$ cat config.mk
export PLATFORM = sky130hd
export DESIGN_NAME = cache_data_array
export DESIGN_NICKNAME = d
export VERILOG_FILES = /design/src/source/cache_pkg.sv /design/src/source/cache_data_array.sv
export SDC_FILE = /design/constraint.sdc
export NUM_CORES = 2
export LEC_CHECK = 0
export BUFFER_PORTS_ARGS = -buffer_cell sky130_fd_sc_hd__buf_4
export CAP_MARGIN = 20
export CORE_MARGIN = 4
export CORE_UTILIZATION = 40
export CTS_BUF_LIST = sky130_fd_sc_hd__clkbuf_8
export CTS_CLUSTER_DIAMETER = 200
export DETAILED_ROUTE_END_ITERATION = 8
export GPL_TIMING_DRIVEN = 1
export PLACE_DENSITY = 0.63
export SLEW_MARGIN = 30
export SYNTH_ARGS = -nofsm -noshare
export SYNTH_HDL_FRONTEND = slang
export SYNTH_SLANG_ARGS = --single-unit
$ cat constraint.sdc
create_clock -name clk -period 2.7 [get_ports clk]
set_input_delay 0.135 -clock clk [delete_from_list [all_inputs] [get_ports clk]]
set_output_delay 0.135 -clock clk [all_outputs]
set_load 0.02 [all_outputs]
$ cat src/source/cache_pkg.sv
package cache_pkg;

  //////////////////////////////////////////////////
  // Sizes of the cache and the backing memory.
  //////////////////////////////////////////////////
  localparam int WORD_W          = 16;  // Width of one processor word.
  localparam int TAG_W           = 7;   // Tag bits of a byte address.
  localparam int INDEX_W         = 5;   // Set index bits of a byte address.
  localparam int OFFSET_W        = 4;   // Byte offset bits within one block.
  localparam int WORD_OFF_W      = 3;   // Word offset bits within one block.
  localparam int NUM_SETS        = 32;  // Direct mapped, one block per set.
  localparam int WORDS_PER_BLOCK = 8;   // Words fetched on every fill.
  localparam int COUNT_W         = 4;   // Fill counter reaches WORDS_PER_BLOCK.
  localparam int MEM_WORDS       = 256; // Backing memory depth in words.
  localparam int MEM_ADDR_W      = 8;   // Word address taken from byte address bits 8:1.
  localparam int MEM_LATENCY     = 4;   // Cycles of stable request per returned word.
  localparam int LAT_CNT_W       = $clog2(MEM_LATENCY + 1); // Latency counter width.

  typedef logic [WORD_W-1:0] word_t; // One data word.

  // Byte address split into its cache fields, tag in the top bits.
  typedef struct packed {
    logic [TAG_W-1:0]    tag;    // Compared against the stored tag.
    logic [INDEX_W-1:0]  index;  // Selects the set.
    logic [OFFSET_W-1:0] offset; // Byte within the block; bit 0 is ignored.
  } byte_addr_t;

  typedef struct packed {
    logic             valid; // Set once a block has been filled.
    logic [TAG_W-1:0] tag;   // Tag of the block held in the set.
  } tag_entry_t;

  typedef struct packed {
    logic       read; // Processor read level, held while stalled.
    byte_addr_t addr; // Byte address of the read.
  } cpu_req_t;

  typedef struct packed {
    logic       read; // Held high until the whole block is fetched.
    byte_addr_t addr; // Word aligned fill address.
  } mem_req_t;

  typedef struct packed {
    logic                  we;       // One write per returned word.
    logic [INDEX_W-1:0]    index;    // Set being filled.
    logic [WORD_OFF_W-1:0] word_off; // Word slot inside the block.
    word_t                 data;     // Word from the backing memory.
  } fill_write_t;

  typedef struct packed {
    logic       write; // Single cycle write strobe.
    byte_addr_t addr;  // Byte address of the preloaded word.
    word_t      data;  // Word to place in the backing memory.
  } preload_t;

endpackage

$ cat src/source/cache_data_array.sv
`timescale 1ns/10ps

module cache_data_array (
  input  logic                   clk,         // System clock.
  input  cache_pkg::byte_addr_t  lookup_addr, // Current processor address.
  input  cache_pkg::fill_write_t fill,        // Word write from the fill FSM.
  output cache_pkg::word_t       rdata        // Word at the lookup address.
);
  import cache_pkg::*;

  word_t                 mem [NUM_SETS][WORDS_PER_BLOCK]; // Set by word storage.
  logic [WORD_OFF_W-1:0] rd_word;                         // Word slot of the lookup.

  //////////////////////////////////////////////////
  // Read port.
  //////////////////////////////////////////////////
  // Bit 0 of the offset selects a byte and is not used for words.
  assign rd_word = lookup_addr.offset[OFFSET_W-1:1];

  assign rdata = mem[lookup_addr.index][rd_word]; // Available in the same cycle.

  //////////////////////////////////////////////////
  // Fill port.
  //////////////////////////////////////////////////
  always_ff @(posedge clk) begin
    if (fill.we) begin
      mem[fill.index][fill.word_off] <= fill.data; // One word per returned beat.
    end
  end

endmodule

After elaboration in Yosys (flattened, before gate mapping):

Memories as Yosys holds them, arrays and structs flattened.
Cells that the tools add are included.
W data, S select, Z words.

* bits in registers: 0
* bits in writable memories: 4096
* input bits: 42
* output and inout bits: 16
* word-level logic and storage cells: 14
* memories: 1

Memory list
* mem: depth 32, width 128, rd ports 1, clocked after Yosys merged registers in 0, write ports 1, RTL line cache_data_array.sv:11 `word_t mem [NUM_SETS][WORDS_PER_BLOCK];`

* order comparisons: 3
* muxes and demuxes: 7
* bitwise gates (word level): 2
* reductions and logical operators: 1

Operator list (number)
* $mux W128: 1
* $bmux W16 S3: 1
* $demux W16 S3: 1
* $mux W16: 3
* $ge A4 B4 Y1 const B: 2
* $not A3 Y4: 2
* $lt A4 B1 Y1 const B: 1
* $logic_and A1 B1 Y1: 1
* $mux W1: 1

Depth between registers and ports, before layout:

* depth in word-level cells: 6
* gate-level depth with buffers: 13
* depth with buffers taken out: 7

Worst setup path before layout:

Ideal clock, no wire load.

* kind: input to output
* from: input lookup_addr[4] (netlist bit)
* to: output rdata[7]
* arrival: 2.521 ns
* data required time: 2.565 ns
* slack: 0.044 ns
* stages: 12
* path buffers: 6
* cell sequence: buf_6 > buf_12 > buf_12 > buf_12 > buf_12 > buf_12 > mux2i_1 > o22ai_1 > o221ai_1 > nor4_1 > o2111ai_1 > nor4_1

* cells in the longest elaborated chain, start to end: 4

Ends and longest elaborated chain
* start, declared: RTL line cache_data_array.sv:5 `input cache_pkg::byte_addr_t lookup_addr,`
* $mem_v2 Z32 W128
* $bmux W16 S3: RTL line cache_data_array.sv:20 `assign rdata = mem[lookup_addr.index][rd_word];`
* $mux W16 (not written as such) (2 in series): RTL line cache_data_array.sv:20
* end, declared: RTL line cache_data_array.sv:7 `output cache_pkg::word_t rdata`

No other way between the ends. The select of a mux whose other input is x is not followed.

Final worst setup path:

* from: memory mem[0][31] (netlist bit)
* to: output rdata[15]

* cells in the longest elaborated chain, start to end: 4

Ends and longest elaborated chain (RTL line)
* start, declared: cache_data_array.sv:11
* $mem_v2 Z32 W128
* $bmux W16 S3: cache_data_array.sv:20
* $mux W16 (not written as such) (2 in series): cache_data_array.sv:20

No other way between the ends. The select of a mux whose other input is x is not followed.

==> results.sh <==
export IMPL_hpwl_um=282000
export IMPL_clock_root_buffer="clkbuf_8"
export IMPL_vias=84300
export IMPL_rsz0062_at_grt="yes"
export IMPL_cts_num_sinks=4096
export IMPL_synthArstFlopShare_pct=0
export IMPL_use_met2_pct=34.0
export IMPL_start_util_pct=40.2
export IMPL_post_route_cell_area_mm2=0.188
export IMPL_cp_common_cell="buf_6"
export IMPL_drc_errors=0
export IMPL_viasPerCell=5.78
export IMPL_grtUsageTotal_pct=21.7
export IMPL_hold_viol_final=0
export IMPL_hold_depth=2
export IMPL_path_cells="mux2i_1, o22ai_1, buf_4, o22ai_4, nor4_4, nand4_1, nor3_4, buf_6, and3_4, buf_6"
export IMPL_layout_commonest_cell="edfxtp_1"
export IMPL_p_total_w=0.128
export IMPL_drt_iter0_markers=10800
export IMPL_finalCritPeriodShare_pct=149
export IMPL_critical_path_top_delay_family="simple AND/OR/NAND/NOR gates"
export IMPL_htreeDepth=6
export IMPL_grtUsageMet3_pct=5.21
export IMPL_drt_total_wl_um=449000
export IMPL_endpoint_kind="primary output"
export IMPL_worst_setup_path_type="register to primary output"
export IMPL_power_density_mw_per_mm2=678
export IMPL_syn_cell_area_mm2=0.159
export IMPL_crit_cells=10
export IMPL_antenna_left=0
export IMPL_syn_instance_count=7383
export IMPL_drive_gt1_share_pct=34.6
export IMPL_maxCapViolCount=0
export IMPL_dieWidth_um=639
export IMPL_wl_per_cell_um=30.8
export IMPL_syn_avg_cell_area_um2=21.5
export IMPL_hp_class="input port to register"
export IMPL_fin_nets=8898
export IMPL_path_buf_inv=3
export IMPL_synth_nets=7425
export IMPL_grt_pass1_vias=84500
export IMPL_final_setup_worst_slack_ps=-1310
export IMPL_routabilityCongestion=0.936
export IMPL_syn_to_final_growth_pct=18.4
export IMPL_place_ws_ps=-1600
export IMPL_period_needed_ps=4010
export IMPL_violations="negative setup slack"
export IMPL_max_slew_worst_pin_slew_ps=1040
export IMPL_fp_dieArea_mm2=0.408
export IMPL_cp_required_ps=2570
export IMPL_path_clk_slew_ps=70
export IMPL_cts_tree="done"
export IMPL_ys_flop_type="edfxtp_1"
export IMPL_whs_endpoint="mem[18][84]"
export IMPL_busiest_layer="met2"
export IMPL_io_pins=58
export IMPL_ys_seq_elements=4096
export IMPL_synth_seq_area_share_pct=77.3
export IMPL_clockBufferDepth=4
export IMPL_ir_worst_vdd_v=0.000522
export IMPL_fillCellCount=32200
export IMPL_fin_hold_ws_ps=120
export IMPL_critPathArrivalTime_ps=3880
export IMPL_synth_warnings=0
export IMPL_max_flop_register="mem"
export IMPL_slew_headroom_pct=30.3
export IMPL_crit_fanout=2
export IMPL_largest_reg_flops=4096
export IMPL_outcome="complete, but fails checks"
export IMPL_numPortBuffers=49
export IMPL_first_pass_iters=6
export IMPL_setup_viol=16
export IMPL_gr_usage_met1_pct=29.4
export IMPL_slew_viol_final=0
export IMPL_most_common_layout_cells="4096 x edfxtp_1, 1026 x buf_4, 845 x mux4_2, 642 x clkbuf_8, 472 x mux2i_1"
export IMPL_timing_fmax_mhz=249
export IMPL_start_kind="register"
export IMPL_synth_edf_count=4096
export IMPL_min_from="fill[4]"
export IMPL_final_core_util_pct=47.6
export IMPL_leakagePower_nw=61.6
export IMPL_grt_first_pass_wirelength_um=634000
export IMPL_coreArea_mm2=0.396
export IMPL_grt_max_degree=117
export IMPL_postPlaceCellArea_mm2=0.174
export IMPL_antenna_found_initial=33
export IMPL_cts_buffers=635
export IMPL_die_height_um=639
export IMPL_critPathMaxStageDelay_ps=480
export IMPL_rows=231
export IMPL_gr_total_overflow=0
export IMPL_slowest_stage="nor3_4"
export IMPL_synth_cell_type_count=72
export IMPL_largestRegisters="mem: 4096 flops"
-- cell type report --
type	instances	area, um2	share of cell area [%]
timing repair buffer	1271	11800	6.29
clock buffer	641	8820	4.68
clock inverter	477	2990	1.59
multi-input combinational	2849	35100	18.6
antenna	15	37.5	0.0199
sequential	4096	123000	65.3
inverter	3	21.3	0.0113
tap	5242	6560	3.48
-- worst max path at each step --
stage | startpoint | to | slack [ps]
5_1_grt | mem[0][31] | rdata[15] | -1510
6_report | mem[0][31] | rdata[15] | -1310
3_5_place_dp | lookup_addr[4] | rdata[15] | -1600
2_1_floorplan | lookup_addr[4] | rdata[7] | 40
3_3_place_gp | lookup_addr[4] | rdata[15] | -1610
4_1_cts | mem[5][6] | rdata[6] | -1450
-- what timing repair did --
item | in CTS | in global routing
hold buffers | 56 | 2
gates resized for setup | 241 | 59
endpoints found under the hold margin | 6584 | 44
pin swaps | 85 | 55
setup endpoints to repair | 16 | 28
buffers inserted | 2 | 6
-- per-layer routing --
metal  vias up  wire length, um
met2      4592           211000
met4         8            18800
met3       816            46300
met1     44600           173000
met5         -               65
li1      34300                -
-- power by group --
part / switching (W) / internal [W] / leakage (nW)
clock network: 0.0246 / 0.0246 / 6.65
registers: 0.0000298 / 0.0701 / 36.8
logic: 0.00501 / 0.00330 / 18.1
total: 0.0296 / 0.0980 / 61.6
-- synthesized netlist by cell type (all sizes together) (4+ instances only) --
cell type	number	area [um2]
a2111oi	8	88.8
a211oi	26	195
a21boi	5	37.5
a21oi	107	536
a221oi	37	324
a22o	28	245
a22oi	61	458
a31oi	14	87.6
and2	5	31.3
and3	15	93.8
and4b	4	40.0
buf	292	2320
clkbuf	140	531
edfxtp	4096	123000
mux2	58	653
mux2i	476	4760
mux4	859	19400
nand2	144	541
nand2b	6	37.5
nand3	31	155
nand3b	4	30.0
nand4	11	68.8
nor2	366	1370
nor2b	10	62.6
nor3	107	536
nor4	38	238
o2111ai	5	43.8
o211ai	4	30.0
o21ai	43	215
o221ai	112	981
o22a	15	131
o22ai	178	1130
o311a	8	80.1
or2	4	25.0
or3	14	87.6
or4	7	52.6
-- metrics by stage --
step | TNS (ps) | cells
after floorplan | 0 | 7383
after global placement | -18240 | 13400
after detailed placement | -17760 | 13400
after CTS | -19860 | 14600
after global routing | -20110 | 14600
final | -18490 | 14600
-- cell families (layout without fill, tap and decap cells) --
logic type	Yosys count	after routing	synth area share [%]
mux	1393	1393	15.6
flops	4096	4096	77.3
compound gates	672	672	3.00
simple gates	784	784	2.23
buf+inv	438	2392	1.82
other cells	0	15	0
(Power assumes the default switching activity.)
