### config.mk
export PLATFORM = sky130hd
export DESIGN_NAME = cache_fill_ctrl
export DESIGN_NICKNAME = d
export VERILOG_FILES = /design/src/source/cache_pkg.sv /design/src/source/cache_fill_ctrl.sv
export SDC_FILE = /design/constraint.sdc
export NUM_CORES = 1
export LEC_CHECK = 0
export BUFFER_PORTS_ARGS = -buffer_cell sky130_fd_sc_hd__buf_2
export CAP_MARGIN = 5
export CORE_UTILIZATION = 43
export DETAILED_ROUTE_END_ITERATION = 8
export PLACE_DENSITY = 0.81
export SETUP_SLACK_MARGIN = 0.02
export SLEW_MARGIN = 15
export SYNTH_ARGS = -nofsm -noshare
export SYNTH_HDL_FRONTEND = slang
export SYNTH_SLANG_ARGS = --single-unit
### constraint.sdc
create_clock -name clk -period 2.3 [get_ports clk]
set_clock_uncertainty 0.2 [all_clocks]
set_input_delay 0.345 -clock clk [delete_from_list [all_inputs] [get_ports clk]]
set_output_delay 0.345 -clock clk [all_outputs]
set_load 0.05 [all_outputs]
### src/source/cache_pkg.sv
package cache_pkg;

  //////////////////////////////////////////////////
  // Sizes of the cache and the backing memory.
  //////////////////////////////////////////////////
  localparam int WORD_W          = 16;  // Width of one processor word.
  localparam int TAG_W           = 7;   // Tag bits of a byte address.
  localparam int INDEX_W         = 5;   // Set index bits of a byte address.
  localparam int OFFSET_W        = 4;   // Byte offset bits within one block.
  localparam int WORD_OFF_W      = 3;   // Word offset bits within one block.
  localparam int NUM_SETS        = 32;  // Direct mapped, one block per set.
  localparam int WORDS_PER_BLOCK = 8;   // Words fetched on every fill.
  localparam int COUNT_W         = 4;   // Fill counter reaches WORDS_PER_BLOCK.
  localparam int MEM_WORDS       = 256; // Backing memory depth in words.
  localparam int MEM_ADDR_W      = 8;   // Word address taken from byte address bits 8:1.
  localparam int MEM_LATENCY     = 4;   // Cycles of stable request per returned word.
  localparam int LAT_CNT_W       = $clog2(MEM_LATENCY + 1); // Latency counter width.

  typedef logic [WORD_W-1:0] word_t; // One data word.

  // Byte address split into its cache fields, tag in the top bits.
  typedef struct packed {
    logic [TAG_W-1:0]    tag;    // Compared against the stored tag.
    logic [INDEX_W-1:0]  index;  // Selects the set.
    logic [OFFSET_W-1:0] offset; // Byte within the block; bit 0 is ignored.
  } byte_addr_t;

  typedef struct packed {
    logic             valid; // Set once a block has been filled.
    logic [TAG_W-1:0] tag;   // Tag of the block held in the set.
  } tag_entry_t;

  typedef struct packed {
    logic       read; // Processor read level, held while stalled.
    byte_addr_t addr; // Byte address of the read.
  } cpu_req_t;

  typedef struct packed {
    logic       read; // Held high until the whole block is fetched.
    byte_addr_t addr; // Word aligned fill address.
  } mem_req_t;

  typedef struct packed {
    logic                  we;       // One write per returned word.
    logic [INDEX_W-1:0]    index;    // Set being filled.
    logic [WORD_OFF_W-1:0] word_off; // Word slot inside the block.
    word_t                 data;     // Word from the backing memory.
  } fill_write_t;

  typedef struct packed {
    logic       write; // Single cycle write strobe.
    byte_addr_t addr;  // Byte address of the preloaded word.
    word_t      data;  // Word to place in the backing memory.
  } preload_t;

endpackage

### src/source/cache_fill_ctrl.sv
`timescale 1ns/10ps

module cache_fill_ctrl (
  input  logic                   clk,       // System clock.
  input  logic                   arst_n,    // Asynchronous reset, active low.
  input  logic                   miss,      // Read request that missed in the tag array.
  input  cache_pkg::byte_addr_t  miss_addr, // Address of the missing read.
  input  cache_pkg::word_t       mem_data,  // Word returned by the backing memory.
  input  logic                   mem_valid, // One cycle pulse with each returned word.
  output logic                   busy,      // Stalls the processor during a fill.
  output logic                   tag_write, // Marks the block valid once complete.
  output cache_pkg::mem_req_t    mem_req,   // Read request to the backing memory.
  output cache_pkg::fill_write_t fill       // Write port of the data array.
);
  import cache_pkg::*;

  typedef enum logic {
    IDLE = 1'b0, // Waiting for a miss.
    WAIT = 1'b1  // Fetching the eight words of the block.
  } state_t;

  state_t             state;          // Current FSM state.
  state_t             nxt_state;      // Next FSM state.
  logic [COUNT_W-1:0] word_count;     // Words written so far in this fill.
  logic [COUNT_W-1:0] nxt_word_count; // Counter value after the edge.
  byte_addr_t         fill_addr;      // Address of the word being fetched.
  byte_addr_t         nxt_fill_addr;  // Fill address after the edge.
  logic               clr_count;      // Starts a new fill.
  logic               incr_cnt;       // A word was accepted this cycle.
  logic               chunks_filled;  // All words of the block are written.

  //////////////////////////////////////////////////
  // Word counter and fill address.
  //////////////////////////////////////////////////
  assign chunks_filled = (word_count == COUNT_W'(WORDS_PER_BLOCK)); // Block complete.

  always_comb begin
    nxt_word_count = word_count; // Hold unless a word arrives.
    nxt_fill_addr  = fill_addr;  // Hold unless a word arrives.
    if (clr_count) begin
      nxt_word_count = '0;                 // New fill starts at word zero.
      nxt_fill_addr  = miss_addr;          // Take tag and index of the miss.
      nxt_fill_addr.offset = '0;           // Align to the start of the block.
    end else if (incr_cnt) begin
      nxt_word_count = word_count + 1'b1;                // One more word written.
      nxt_fill_addr  = byte_addr_t'(fill_addr + 16'd2);  // Step to the next word.
    end
  end

  always_ff @(posedge clk or negedge arst_n) begin
    if (!arst_n) begin
      state      <= IDLE; // No fill in progress.
      word_count <= '0;   // Counter starts empty.
      fill_addr  <= '0;   // Request address parked at zero.
    end else begin
      state      <= nxt_state;
      word_count <= nxt_word_count;
      fill_addr  <= nxt_fill_addr;
    end
  end

  //////////////////////////////////////////////////
  // State transitions and outputs.
  //////////////////////////////////////////////////
  always_comb begin
    nxt_state = state; // Stay put by default.
    clr_count = 1'b0;  // No new fill by default.
    incr_cnt  = 1'b0;  // No word accepted by default.
    busy      = 1'b0;  // Processor runs by default.
    tag_write = 1'b0;  // Tag array untouched by default.
    case (state)
      IDLE: begin
        busy      = miss; // Stall in the same cycle as the miss.
        clr_count = miss; // Capture the block address.
        if (miss) begin
          nxt_state = WAIT;
        end
      end
      WAIT: begin
        incr_cnt  = mem_valid & ~chunks_filled; // Accept each returned word.
        busy      = ~chunks_filled;             // Release the stall when the block is in.
        tag_write = chunks_filled;              // Validate the new block.
        if (chunks_filled) begin
          nxt_state = IDLE;
        end
      end
      default: nxt_state = IDLE; // Recover from a corrupted state.
    endcase
  end

  assign mem_req.read  = (state == WAIT) & ~chunks_filled; // Keep asking until done.
  assign mem_req.addr  = fill_addr;                         // Address of the current word.
  assign fill.we       = incr_cnt;                          // Write as each word lands.
  assign fill.index    = fill_addr.index;                   // Set being filled.
  assign fill.word_off = fill_addr.offset[OFFSET_W-1:1];    // Word slot from the byte offset.
  assign fill.data     = mem_data;                          // Pass the memory word through.

endmodule

# == Word-level counts from Yosys, hierarchy flattened ==
# Index checks and enable logic that the tools add are counted.
# word_totals
register_bits,21
inputBits,36
word_cells,24
out_inout_bits,44
# op_classes
add_sub_neg,2
reduce_logical,1
muxes,11
bitwise_logic,4
n_eq_ne,1
# op_table
cell,count
16-bit two-way mux,2
"16-bit by 2-bit adder with 16-bit output, second input constant",1
4-bit two-way mux,2
1-bit two-way mux,5
"4-bit by 1-bit adder with 4-bit output, second input constant",1
"4-bit equality test, second input constant",1
1-bit case mux with 2 select lines,2
1-bit AND,2
1-bit inverter,2
2-bit nonzero test,1

# == Depth between registers and ports, before layout ==
# depth
ltp_word,6
ltp_mapped,7

# == Least setup slack after synthesis ==
# Ideal clock, no wire load.
# synth_timing
kind,reg2out
startpoint,register word_count[0]
endpoint,output busy
required_ns,1.755
t_arrival_ns,1.715
path_stages_with_launch,6
slack_ns,0.040
path_buffers,0
path_cell_list,dfrtp_1 -> inv_1 -> ha_1 -> nand3b_1 -> and2_1 -> nand2b_1
# synth_via
elab_chain_cells,3
# synth_rtl
item,line,rtl
start: declaration,cache_fill_ctrl.sv:24,logic [COUNT_W-1:0] word_count;
start signal: assignment,cache_fill_ctrl.sv:57,word_count <= nxt_word_count;
4-bit equality test,cache_fill_ctrl.sv:35,assign chunks_filled = (word_count == COUNT_W'(WORDS_PER_BLOCK));
1-bit inverter,cache_fill_ctrl.sv:81,busy = ~chunks_filled;
1-bit case mux with 2 select lines,cache_fill_ctrl.sv:71,case (state)
end: declaration,cache_fill_ctrl.sv:10,"output logic busy,"
# Every way passes these cells.

==> results_dict.tcl <==
set metrics [dict create \
    p_int_mw 1.00 \
    synth_top_area_share_pct 37.5 \
    outcome "finished, violations left" \
    grt_remaining_overflow 0 \
    grt_util_all_layers_pct 17.6 \
    wire_per_inst_um 13.2 \
    ir_drop_v 0.000905 \
    syn_inst 153 \
    seq_power_share_pct 29.5 \
    pre_cts_ws_ps 210 \
    rsz0062_at_grt "yes" \
    nets 217 \
    numCtsBuffers 3 \
    crit_slowest_cell "dfrtp_1" \
    grt_antenna_before_repair 0 \
    r2r-end "mem_req[13]" \
    via_per_inst 5.35 \
    num_vias 1103 \
    grt_pass1_wl_mm 4.48 \
    syn_to_final_growth_pct 8.82 \
    r2r-start "word_count[0]" \
    leakage_nw 0.677 \
    powerDensity_nw_per_um2 1690 \
    drt-initial-drc-count 51 \
    fin_cells 206 \
    io_buffers 42 \
    worstPathArrival_ps 1660 \
    multi_input_area_sq_um 604 \
    ant_nets 0 \
    clock-sinks 20 \
    crit_chain "inv_1 -> ha_1 -> nand3b_1 -> nand3_1 -> inv_2 -> buf_4" \
    period_needed_ps 2210 \
    synth_fp_nets 193 \
    ys_types 38 \
    nFillCells 287 \
    crit_type "reg2out" \
    cts.root.buffer_cell "clkbuf_4" \
    p_clk_share_pct 6.7 \
    end_kind "output pin" \
    setup_slack_ps 94.0 \
    worstMarginPinSlew_ps 510 \
    clock_path_buffers 2 \
    finalMaxSlewViolations 0 \
    cp.depth 6 \
    critPathMaxFanout 5 \
    fmax_mhz 453 \
    crit_required_ps 1750 \
    dp_hpwl_mm 2.01 \
    htreeDepth 1 \
    dp_cells 199 \
    seq_area_frac_synth_pct 37.5 \
    place_congestion 0.759 \
    dieHeight_um 57.7 \
    firstDrtPassIters 6 \
    critPathCapture "fill[24]" \
    p_comb_share_pct 63.7 \
    register_area_sq_um 500 \
    rrSetupSlack_ps 220 \
    synth.avg_cell_area_sq_um 8.72 \
    syn_area_sq_um 1330 \
    route.detailed.drc 7 \
    clkSlewWorstSetupHoldPaths_ps 100 \
    violations "design-rule violations" \
    coreArea_sq_um 2850 \
    ios 80 \
    yosys.area.top_type "dfrtp_1" \
    tns_ps 0 \
    cp-start-kind "flip-flop" \
    cpLargestDelayFamily "flip-flops" \
    path_buf_inv 3 \
    synth-seq-cells 20 \
    setup_viol 0 \
    period_share_pct 95.9 \
    crit_start "word_count[0]" \
    critPathMaxStageDelay_ps 400 \
    n_antenna_cell 0 \
    die_area_sq_um 3330 \
    clock_latency_ps 300 \
    grt_pass1_vias 1058 \
    hold_path_class "in2reg" \
    die_w_um 57.7 \
    reg2reg_depth 6 \
    swShare_pct 59.0 \
    cap_violations 0 \
    totalWireLength_mm 2.72 \
    p_switching_mw 1.45 \
    cts_tree "done" \
    start_util_pct 46.8 \
    hold_viol 0 \
    synth_area_leaders "dfrtp_1 (38%), buf_4 (15%), nand2_1 (5.1%)" \
    drive_above_1_share_pct 32.6 \
    grt_max_degree 21 \
    row_count 19 \
    ys_warn_count 0 \
    maxSlewHeadroom_pct 65.8 \
]
## flip-flops by register name, summed over array words and instances, names as in the netlist
name and count:
word_count 4, mem_req 7, state 1, fill 8
## power by group through the flow
| stage | combinational [mW] | clock, mW | sequential, mW |
|---|---|---|---|
| floorplan | 0.945 | 0 | 1.12 |
| global placement | 1.50 | 0 | 0.721 |
| detailed placement | 1.52 | 0 | 0.729 |
| CTS | 1.53 | 0.174 | 0.725 |
| global route | 1.66 | 0.188 | 0.756 |
| finish | 1.56 | 0.165 | 0.724 |
## tightest hold or removal path: cells and delay by family
family | cells | cell delay (ps)
AOI/OAI and AO/OA | 1 | 60
and+or+nand+nor | 1 | 30
buffers and inverters | 1 | 70
## Yosys cell counts
master	n
mux2i_1	2
and3b_1	1
or4_1	1
a21oi_1	5
nor4_1	1
xnor2_1	5
and3_1	1
dfrtp_1	20
or3b_1	1
buf_6	1
inv_2	1
nor2_1	9
and4_1	1
inv_1	3
conb_1	1
or3_1	4
and2_1	3
o21ai_1	1
nand4_2	1
o311ai_0	1
a311oi_1	1
ha_1	4
o21ai_0	7
o221a_2	1
nand2b_1	2
nor2b_1	1
a211oi_1	2
nand3b_1	2
buf_4	26
or2_2	1
nand3_1	8
or4b_1	1
nand4_1	3
nand2_1	18
a31oi_1	3
clkbuf_1	3
xor2_1	2
nor3_1	5
## cell type report
type	instances	share of cell area, %
inverters	4	1.03
repair buffers	49	18.6
well taps	31	2.67
multi-input cells	99	41.6
clock buffers	3	1.55
flip-flops and latches	20	34.5
## cells in the final DEF, fill, tap and decap left out, drive strengths merged, types with 2 or more instances in the layout
| cell | Yosys | final |
|---|---|---|
| or3 | 4 | 4 |
| nor2 | 9 | 9 |
| a31oi | 3 | 3 |
| nand2b | 2 | 2 |
| clkbuf | 3 | 3 |
| nor3 | 5 | 5 |
| mux2i | 2 | 2 |
| and2 | 3 | 3 |
| nand2 | 18 | 18 |
| buf | 27 | 48 |
| a21oi | 5 | 5 |
| nand3 | 8 | 8 |
| o21ai | 8 | 8 |
| nand3b | 2 | 2 |
| nand4 | 4 | 4 |
| xor2 | 2 | 2 |
| inv | 4 | 4 |
| a211oi | 2 | 2 |
| xnor2 | 5 | 5 |
| ha | 4 | 4 |
| dfrtp | 20 | 20 |
## how the worst min path moves through the flow
stage,end,depth (start not counted),startpoint
2_1_floorplan,fill[16],0,arst_n
5_1_grt,fill[23],3,miss_addr[8]
3_5_place_dp,mem_req[12],1,arst_n
3_3_place_gp,mem_req[13],1,arst_n
6_report,fill[20],3,miss_addr[5]
4_1_cts,fill[22],3,miss_addr[7]
## what timing repair did
| item | CTS | global route |
|---|---|---|
| gates resized for setup | 1 | 4 |
| setup endpoints to repair | 1 | 3 |
| hold endpoints to repair | 20 | 0 |
| buffers inserted | 0 | 3 |
| hold buffers | 1 | 0 |
## routing by layer
metal	GRT usage [%]	share of wire, %	vias to the layer above
met5	0	0	-
met4	5.78	1.9	0
met3	5.58	7.6	11
met1	20.7	44	496
met2	30.6	46	48
li1	-	-	548
## stage by stage
step | util [%] | area (sq um) | hold slack [ps] | total power, mW
floorplan | - | 1330 | -151 | 2.07
global placement | 48.6 | 1390 | 121 | 2.22
detailed placement | 48.6 | 1390 | 123 | 2.25
CTS | 49.9 | 1420 | 25.6 | 2.43
global route | 50.9 | 1450 | 39.7 | 2.60
finish | 50.9 | 1450 | 39.1 | 2.45
## cell families (layout without fill, tap and decap cells)
kind of cell,after synthesis,after routing,share of synthesized area [%]
buffers and inverters,34,56,17.4
adder cells (fa/ha/maj),4,4,3.75
XOR/XNOR,7,7,4.60
multiplexers,2,2,1.50
other,1,1,0.281
flip-flops,20,20,37.5
AND/OR/NAND/NOR,64,64,25.3
AO/OA/AOI/OAI,21,21,9.57
No activity file was read; power rests on OpenSTA's default activity.
