### src/source/cache_pkg.sv
package cache_pkg;

  //////////////////////////////////////////////////
  // Sizes of the cache and the backing memory.
  //////////////////////////////////////////////////
  localparam int WORD_W          = 16;  // Width of one processor word.
  localparam int TAG_W           = 7;   // Tag bits of a byte address.
  localparam int INDEX_W         = 5;   // Set index bits of a byte address.
  localparam int OFFSET_W        = 4;   // Byte offset bits within one block.
  localparam int WORD_OFF_W      = 3;   // Word offset bits within one block.
  localparam int NUM_SETS        = 32;  // Direct mapped, one block per set.
  localparam int WORDS_PER_BLOCK = 8;   // Words fetched on every fill.
  localparam int COUNT_W         = 4;   // Fill counter reaches WORDS_PER_BLOCK.
  localparam int MEM_WORDS       = 256; // Backing memory depth in words.
  localparam int MEM_ADDR_W      = 8;   // Word address taken from byte address bits 8:1.
  localparam int MEM_LATENCY     = 4;   // Cycles of stable request per returned word.
  localparam int LAT_CNT_W       = $clog2(MEM_LATENCY + 1); // Latency counter width.

  typedef logic [WORD_W-1:0] word_t; // One data word.

  // Byte address split into its cache fields, tag in the top bits.
  typedef struct packed {
    logic [TAG_W-1:0]    tag;    // Compared against the stored tag.
    logic [INDEX_W-1:0]  index;  // Selects the set.
    logic [OFFSET_W-1:0] offset; // Byte within the block; bit 0 is ignored.
  } byte_addr_t;

  typedef struct packed {
    logic             valid; // Set once a block has been filled.
    logic [TAG_W-1:0] tag;   // Tag of the block held in the set.
  } tag_entry_t;

  typedef struct packed {
    logic       read; // Processor read level, held while stalled.
    byte_addr_t addr; // Byte address of the read.
  } cpu_req_t;

  typedef struct packed {
    logic       read; // Held high until the whole block is fetched.
    byte_addr_t addr; // Word aligned fill address.
  } mem_req_t;

  typedef struct packed {
    logic                  we;       // One write per returned word.
    logic [INDEX_W-1:0]    index;    // Set being filled.
    logic [WORD_OFF_W-1:0] word_off; // Word slot inside the block.
    word_t                 data;     // Word from the backing memory.
  } fill_write_t;

  typedef struct packed {
    logic       write; // Single cycle write strobe.
    byte_addr_t addr;  // Byte address of the preloaded word.
    word_t      data;  // Word to place in the backing memory.
  } preload_t;

endpackage

### src/source/cache_tag_array.sv
`timescale 1ns/10ps

module cache_tag_array (
  input  logic                  clk,         // System clock.
  input  logic                  arst_n,      // Asynchronous reset, active low.
  input  cache_pkg::byte_addr_t lookup_addr, // Current processor address.
  input  logic                  tag_write,   // Stores the lookup tag as valid.
  output logic                  hit          // Valid entry with a matching tag.
);
  import cache_pkg::*;

  tag_entry_t tags [NUM_SETS]; // One entry per set.
  tag_entry_t entry;           // Entry selected by the lookup index.
  tag_entry_t new_entry;       // Entry written at the end of a fill.

  //////////////////////////////////////////////////
  // Lookup.
  //////////////////////////////////////////////////
  assign entry = tags[lookup_addr.index]; // Combinational read of the set.

  // A hit needs a filled block whose tag matches the request.
  assign hit = entry.valid && (entry.tag == lookup_addr.tag);

  //////////////////////////////////////////////////
  // Update.
  //////////////////////////////////////////////////
  assign new_entry.valid = 1'b1;            // A finished fill is always valid.
  assign new_entry.tag   = lookup_addr.tag; // The request is held, so its tag is the fill tag.

  always_ff @(posedge clk or negedge arst_n) begin
    if (!arst_n) begin
      for (int i = 0; i < NUM_SETS; i++) begin
        tags[i] <= '0; // Every set starts empty.
      end
    end else if (tag_write) begin
      tags[lookup_addr.index] <= new_entry; // Replace whatever the set held.
    end
  end

endmodule

### config.mk
export PLATFORM = sky130hd
export DESIGN_NAME = cache_tag_array
export DESIGN_NICKNAME = d
export VERILOG_FILES = /design/src/source/cache_pkg.sv /design/src/source/cache_tag_array.sv
export SDC_FILE = /design/constraint.sdc
export NUM_CORES = 1
export LEC_CHECK = 0
export ABC_AREA = 1
export BUFFER_PORTS_ARGS = -buffer_cell sky130_fd_sc_hd__buf_2
export CELL_PAD_IN_SITES_DETAIL_PLACEMENT = 1
export CELL_PAD_IN_SITES_GLOBAL_PLACEMENT = 2
export CORE_MARGIN = 2
export CORE_UTILIZATION = 30
export CTS_BUF_LIST = sky130_fd_sc_hd__clkbuf_4 sky130_fd_sc_hd__clkbuf_8
export CTS_CLUSTER_DIAMETER = 150
export DETAILED_ROUTE_END_ITERATION = 16
export GPL_ROUTABILITY_DRIVEN = 0
export GPL_TIMING_DRIVEN = 1
export PLACE_DENSITY = 0.75
export SLEW_MARGIN = 30
export SYNTH_ARGS = -nofsm -noshare
export SYNTH_HDL_FRONTEND = slang
export SYNTH_SLANG_ARGS = --single-unit
### constraint.sdc
create_clock -name clk -period 2.71 [get_ports clk]
set_input_delay 0.4065 -clock clk [delete_from_list [all_inputs] [get_ports clk]]
set_output_delay 0.4065 -clock clk [all_outputs]
set_load 0.02 [all_outputs]
; ---- Word-level counts from Yosys, hierarchy flattened
; Cells that the tools add are included.
[word_totals]
register_bits = 256
in_bits = 19
output_inout_bits = 1
word_cells = 76
[classes]
order_cmp = 2
n_eq_ne = 1
muxes = 6
bitwise_logic = 1
reduce_logical = 2
[ops]
columns = op, count
row1 = $bwmux W256, 1
row2 = $bmux W8 S5, 1
row3 = $demux W8 S5, 1
row4 = $mux W8, 3
row5 = $eq A7 B7 Y1, 1
row6 = $ge A6 B6 Y1 const B, 1
row7 = $lt A6 B1 Y1 const B, 1
row8 = $not A5 Y6, 1
row9 = $logic_and A1 B1 Y1, 2

; ---- Depth between registers and ports, before layout
; Gate-level depths: netlist of run 1.
[depth]
ltp_word = 6
mapped_depth = 16
ltp_nobuf = 14

; ---- Worst setup path before layout of run 1
; No wires, ideal clock.
[synth_timing]
kind = input-to-output
startpoint = in lookup_addr[4] in the netlist's numbering
endpoint = out hit
arrival_time_ns = 1.780
t_required_ns = 2.304
path_slack_ns = 0.524
stages = 16
n_path_buf = 3
path_cell_list = buf_4 -> buf_6 -> buf_6 -> nand2_1 -> nand2_1 -> nand2_1 -> nand2_1 -> nand2_1 -> nand2_1 -> nor2_1 -> nand2_1 -> nand2_1 -> nand2_1 -> nor2_1 -> nand2_1 -> nor2_1
[synth_between]
elab_chain_cells = 6
[synth_lines]
columns = item, line_no
row1 = from (decl), cache_tag_array.sv:6  ; input cache_pkg::byte_addr_t lookup_addr,
row2 = $not A5 Y6 (implied by the code) *, cache_tag_array.sv:19  ; assign entry = tags[lookup_addr.index];
row3 = $bmux W8 S5 *, cache_tag_array.sv:19
row4 = $mux W8 (implied by the code) * (2 in series), cache_tag_array.sv:19
row5 = $eq A7 B7 Y1, cache_tag_array.sv:22  ; assign hit = entry.valid && (entry.tag == lookup_addr.tag);
row6 = $logic_and A1 B1 Y1 *, cache_tag_array.sv:22
row7 = to (decl), cache_tag_array.sv:8  ; output logic hit
; Every way passes the cells marked *; elsewhere a longest branch is shown, timed or not. The select of a mux whose other input is x is not followed.

; ---- Worst setup path in the final report of run 1
; Ends and elaborated chain as after synthesis.

==> qor.txt, run 1 <==
Number of diodes - 0
Levels on crit path - 18
Die width - 204 um
TritonCTS clock tree - yes
CP bufs+invs - 5
Clk Latency, worst-skew pair - 0.58 ns
Fin. max-slew vios - 0
Warnings, synthesis - 0
Startpoint types - input port
Gr busiest metal - met2
Worst vdd ir - 0.272 mV
DRC marker count from the first detailed-route iteration - 540
Cell Rows - 73
Max reg flops - 256
Post-DRT Antenna Nets - 0
Filler Cells Inserted - 4,919
Outcome - complete, no violations
Crit path capture type - output port
CP required - 2.30 ns
Total GRT Usage - 0.187
Die Y - 204 um
Post-synthesis sequential area ratio - 0.531
Top area cells in the synthesized netlist - dfrtp_1 (53%), nand2_1 (28%), o21ai_0 (9.2%)
Clock root buffer - clkbuf_8
Post-Synth Simple-Gate Area - 0.305
Fin Clk Skew - 0 ns
Total die area - 41,800 um2
Mux cell area share after synthesis - 0
Met1 GRT Util - 0.256
Port Buffers - 15
FMAX - 0.382 GHz
Syn nets - 1,626
Largest net degree at the start of global routing - 80
Final hold violations - 0
Critical path's most frequent cell - nand2_1
Post-Layout Cell Count - 2,192
M3 GR Usage - 0.0263
# setup viols final - 0
Avg Cell Area, Syn - 7.50 um2
Power Density - 737 nW/um2
Worst-path clk slew - 0.05 ns
R2R cell count - 3
Seq cells post-synth - 256
Overall power - 10.3 mW
Xor and xnor area share after synthesis - 0
Synth Area in Compound Gates - 0.0996
Nets - 1,654
Initial antenna violation count - 0
Pre-CTS setup slack - -0.114 ns
Syn-to-layout area delta - 15.6%
Worst hold path class - input port to flip-flop
Residual DRC count - 0
RSZ-0062 raised after global routing - yes
Largest stage delay, worst path - 0.19 ns
GRT overflow - 0
Biggest regs - tags: 256 flops
Final Core Density - 0.351
DPL Wire Length - 23,600 um
P_leak - 7.24 nW
Rel. slew slack - 0.629
CTS buffer count - 49
Most flop-heavy register - tags
Largest delay contributor family on the critical path - simple AND/OR/NAND/NOR gates
Placed cell areas - 12,800 um2
Data arrival, critical path - 2.21 ns
# clock sinks - 256
Setup ws final - 0.0894 ns
Detailed Route WL - 37,200 um
WHS Path Cells - 3
Reg2reg setup slack - 1.89 ns
Top fanout value on the critical path - 33
First-pass GRT wire length - 60,600 um
DR WL/cell - 17.0 um
Area of the core - 39,700 um2
Share of cells above drive strength 1 - 0.116
Dominant cell type by area after synthesis - dfrtp_1
Adder-Cell Fraction of Synth Area - 0
Measured slew at the worst slew-check pin - 0.555 ns
WS Path Type - input port to output port
Design Area, Final - 13,900 um2
Syn Std Cell Area - 12,100 um2
# Max-Cap Violations - 0
Met2 Usage GRT - 0.301
Vias/cell - 4.67
Vias in the first global route - 10,800
Fin crit period - 2.62 ns
Crit path cell chain - buf_4 > clkinv_2 > buf_12 > buf_4 > nand2_1 > nand2_1 > nand2_1 > nand2_1 > nand2_1 > nand2_1 > nor2_2 > nand2_1 > nand2_1 > nand2_1 > nor2_1 > nand2_1 > nor2_4 > buf_6
Largest family of logic cells by synthesized area - simple AND/OR/NAND/NOR gates
Pre-antenna DRT Iters - 5
Yosys top cell area share - 0.531
Tcrit/Tclk final - 0.967
CTS max path bufs - 3
H-tree levels - 2
Slowest-stage cell, CP - buf_4
Inst Count DP - 2,106
Starting Density - 0.303
Vias post-DR - 10,200
Synthesized instance count - 1,607
Ports - 20
Synth unique cells - 19
==> layer usage <==
metal	routed length [um]	vias to the layer above
met5	0	-
met4	936	0
met3	1050	58
met2	16800	112
met1	18400	5005
li1	-	5052
==> path summary, 6_finish.rpt <==
path | startpoint | to
worst min register to register | tags[135] | tags[135]
min in group asynchronous | arst_n | tags[34]
worst max register to register | tags[242] | tags[242]
max in group asynchronous | arst_n | tags[148]
worst min-delay path | lookup_addr[10] | tags[9]
worst max-delay path | lookup_addr[4] | hit
==> layout make-up <==
cell class / instances / area, um2 / area share
clock inverter: 3 / 15.0 / 0.00108
inverter: 51 / 193 / 0.0138
multi-input combinational: 1201 / 4950 / 0.355
tap: 525 / 657 / 0.0471
timing repair buffer: 76 / 738 / 0.0529
clock buffer: 80 / 982 / 0.0704
sequential: 256 / 6410 / 0.459
==> cells in the mapped netlist <==
cell	count
nand2_1	896
clkbuf_1	40
nor2_2	2
buf_2	32
a21oi_1	6
nand3_1	19
nand4_1	1
o21ai_0	222
or2_2	2
nor3_1	8
inv_2	5
buf_6	19
dfrtp_1	256
nand2_4	1
nor2_1	31
o21ai_1	12
inv_1	46
nor3_4	1
buf_4	8
==> power by group <==
group	leakage (nW)	switching [mW]	internal (mW)
clock network	0.538	1.67	2.26
registers	3.19	0.325	4.45
logic	3.51	0.970	0.588
==> what timing repair did <==
| item | CTS | global route |
|---|---|---|
| hold buffers | 1 | 0 |
| setup endpoints to repair | 1 | 1 |
| gates resized for setup | 12 | 20 |
| hold endpoints to repair | 44 | 0 |
| cloned | 0 | 1 |
| pin swaps | 1 | 9 |
| buffers inserted | 0 | 1 |
==> worst min-delay path: stages <==
cell,delay [ns]
buf_2,0.12
nand2_1,0.06
o21ai_0,0.07
==> metrics by stage <==
stage | setup TNS [ns] | hold WS, ns
floorplan | 0 | 0.111
global placement | -0.0934 | 0.290
detailed placement | -0.114 | 0.296
CTS | 0 | 0.0674
global route | -0.0950 | 0.0887
finish | 0 | 0.111
==> cell usage in the layout, fill, tap and decap left out <==
cell           count
nand2_1          884
dfrtp_1          256
o21ai_0          221
clkbuf_8          61
inv_1             46
buf_4             46
nand3_1           19
clkbuf_4          19
nor2_1            18
o21ai_1           13
buf_12            13
nand2_2           12
nor2_2            12
buf_2             12
nor3_1             8
a21oi_1            6
clkinv_2           4
inv_2              4
nor2_4             3
or2_2              2
buf_6              2
nand2_4            1
nand4_1            1
nor3_4             1
clkbuf_16          1
dlygate4sd3_1      1
buf_8              1
==> cell families (layout without fill, tap and decap cells) <==
group	after synthesis	after routing
AO/OA/AOI/OAI	240	240
buffers and inverters	150	210
flip-flops	256	256
AND/OR/NAND/NOR	961	961
(Power assumes the default switching activity.)
==> inputs of run 2 (changes only) <==
- CAP_MARGIN: not set -> 20
- CORE_UTILIZATION: 30 -> 25
- PLACE_DENSITY: 0.75 -> 0.66
==> run 2 against run 1 <==
Worst hold slack got worse by 0.034 ns. Final cell count is 4.0% higher. Final area grew 1.5%. Largest power group unchanged. Global-route usage decreased by 2.6 points. Via count decreased by 0.63%. First-iteration DRC count grew 6.7%.
==> qor.txt, run 2 (synthesis gave the netlist of run 1 again) <==
Crit path cell chain - nand2_1 > nand2_1 > nand2_1 > nand2_1 > nand2_1 > nand2_2 > nor2_4 > nand2_1 > nand2_1 > nand2_1 > nor2_1 > nand2_1 > nor2_4 > buf_6
Overall power - 10.4 mW
Clock Power Share - 0.392
Final hold violations - 0
CP bufs+invs - 1
Vias in the first global route - 10,600
Tcrit/Tclk final - 0.970
Gate power share - 0.150
Port Buffers - 15
Inst Count DP - 2,191
Largest delay contributor family on the critical path - simple AND/OR/NAND/NOR gates
Worst hold path class - input port to flip-flop
Crit path capture type - output port
# setup viols final - 0
Setup ws final - 0.0810 ns
Largest stage delay, worst path - 0.37 ns
Die Y - 224 um
Worst-path clk slew - 0.05 ns
Vias post-DR - 10,200
Biggest regs - tags: 256 flops
Ports - 20
Max reg flops - 256
H-tree levels - 2
Most flop-heavy register - tags
Share of cells above drive strength 1 - 0.124
RSZ-0062 raised after global routing - yes
TritonCTS clock tree - yes
Largest net degree at the start of global routing - 86
Sw Ratio - 0.287
Cell Rows - 80
Most frequent cells in the layout - nand2_1 (869), dfrtp_1 (256), o21ai_0 (220)
# clock sinks - 256
FMAX - 0.380 GHz
Critical path's most frequent cell - nand2_1
Residual DRC count - 0
DR WL/cell - 17.0 um
First-pass GRT wire length - 62,200 um
Syn-to-layout area delta - 17.4%
Top fanout value on the critical path - 2
Pre-CTS setup slack - -0.235 ns
WS Path Type - flip-flop to output port
Die width - 224 um
DRC marker count from the first detailed-route iteration - 576
Slowest-stage cell, CP - dfrtp_1
P_leak - 7.26 nW
Most common cell after layout, fill and taps aside - nand2_1
Measured slew at the worst slew-check pin - 0.809 ns
Starting Density - 0.253
Total GRT Usage - 0.161
Rel. slew slack - 0.460
Clock root buffer - clkbuf_8
CP required - 2.30 ns
Pre-antenna DRT Iters - 4
# Max-Cap Violations - 0
Power Density - 737 nW/um2
CTS max path bufs - 3
Seq pwr share - 0.458
Detailed Route WL - 38,800 um
Worst vdd ir - 0.239 mV
GRT overflow - 0
DPL Wire Length - 24,000 um
Total die area - 50,000 um2
Fin. max-slew vios - 0
Internal power - 7.44 mW
CTS buffer count - 50
Clk Latency, worst-skew pair - 0.61 ns
Vias/cell - 4.46
Post-DRT Antenna Nets - 0
Fin crit period - 2.63 ns
Net switching power - 2.99 mW
Fin Clk Skew - 0 ns
Initial antenna violation count - 1
Min Hold Slack - 0.0766 ns
Data arrival, critical path - 2.22 ns
Area of the core - 47,600 um2
Number of diodes - 0
Post-Layout Cell Count - 2,279
Startpoint types - flip-flop
Nets - 1,652
Outcome - complete, no violations
Sum Neg Setup Slack - 0 ns
==> run 2: timing repair <==
item                                   in CTS  in global routing
endpoints found under the hold margin      79                  0
hold buffers                                1                  0
buffers inserted                            0                  4
gates resized for setup                    28                 27
setup endpoints to repair                   1                  1
gates cloned                                0                  1
pin swaps                                  11                 14
==> run 2: tightest hold or removal path, stage by stage <==
cell and delay (ns):
buf_2 0.11, nand2_1 0.05, o21ai_0 0.06
==> run 2: stage by stage <==
| stage | area (um2) | utilization |
|---|---|---|
| 3_3_place_gp | 12900 | 0.271 |
| 3_5_place_dp | 12900 | 0.271 |
| 6_report | 14200 | 0.297 |
| 5_1_grt | 14200 | 0.297 |
| 4_1_cts | 14000 | 0.294 |
| 2_1_floorplan | 12100 | - |
==> run 2: path summary, 6_finish.rpt <==
check	start	to	slack, ns	cells past startpoint
hold / removal	lookup_addr[10]	tags[9]	0.08	3
setup / recovery	tags[180]	hit	0.08	14
min in group asynchronous	arst_n	tags[58]	0.39	2
hold reg to reg	tags[191]	tags[191]	0.45	2
max in group asynchronous	arst_n	tags[35]	1.50	3
setup reg to reg	tags[180]	tags[180]	1.91	3
==> run 2: final cells by class <==
type                            instances  area (um2)
Timing Repair Buffer                   73         719
Clock buffer                           82        1040
Sequential cell                       256        6410
Multi-Input combinational cell       1201        5020
Fill cell                            5816       33500
Inverter                               51         194
Clock inverter                          1        5.00
Tap cell                              615         769
==> run 2: power by group through the flow <==
| stage | Clock, mW | Combinational, mW | Sequential [mW] |
|---|---|---|---|
| after floorplan | 0 | 1.06 | 4.75 |
| after global placement | 0 | 1.50 | 4.81 |
| after detailed placement | 0 | 1.55 | 4.83 |
| after CTS | 4.27 | 1.57 | 4.77 |
| after global routing | 4.42 | 1.85 | 4.85 |
| final | 4.09 | 1.56 | 4.78 |
==> run 2: metal layers <==
| layer | vias to the layer above | part of all wire | GRT usage |
|---|---|---|---|
| met2 | 110 | 0.45 | 0.253 |
| met1 | 4960 | 0.51 | 0.232 |
| met5 | - | 0 | 0 |
| met3 | 47 | 0.031 | 0.0279 |
| met4 | 0 | 0.014 | 0.0346 |
| li1 | 5046 | - | - |
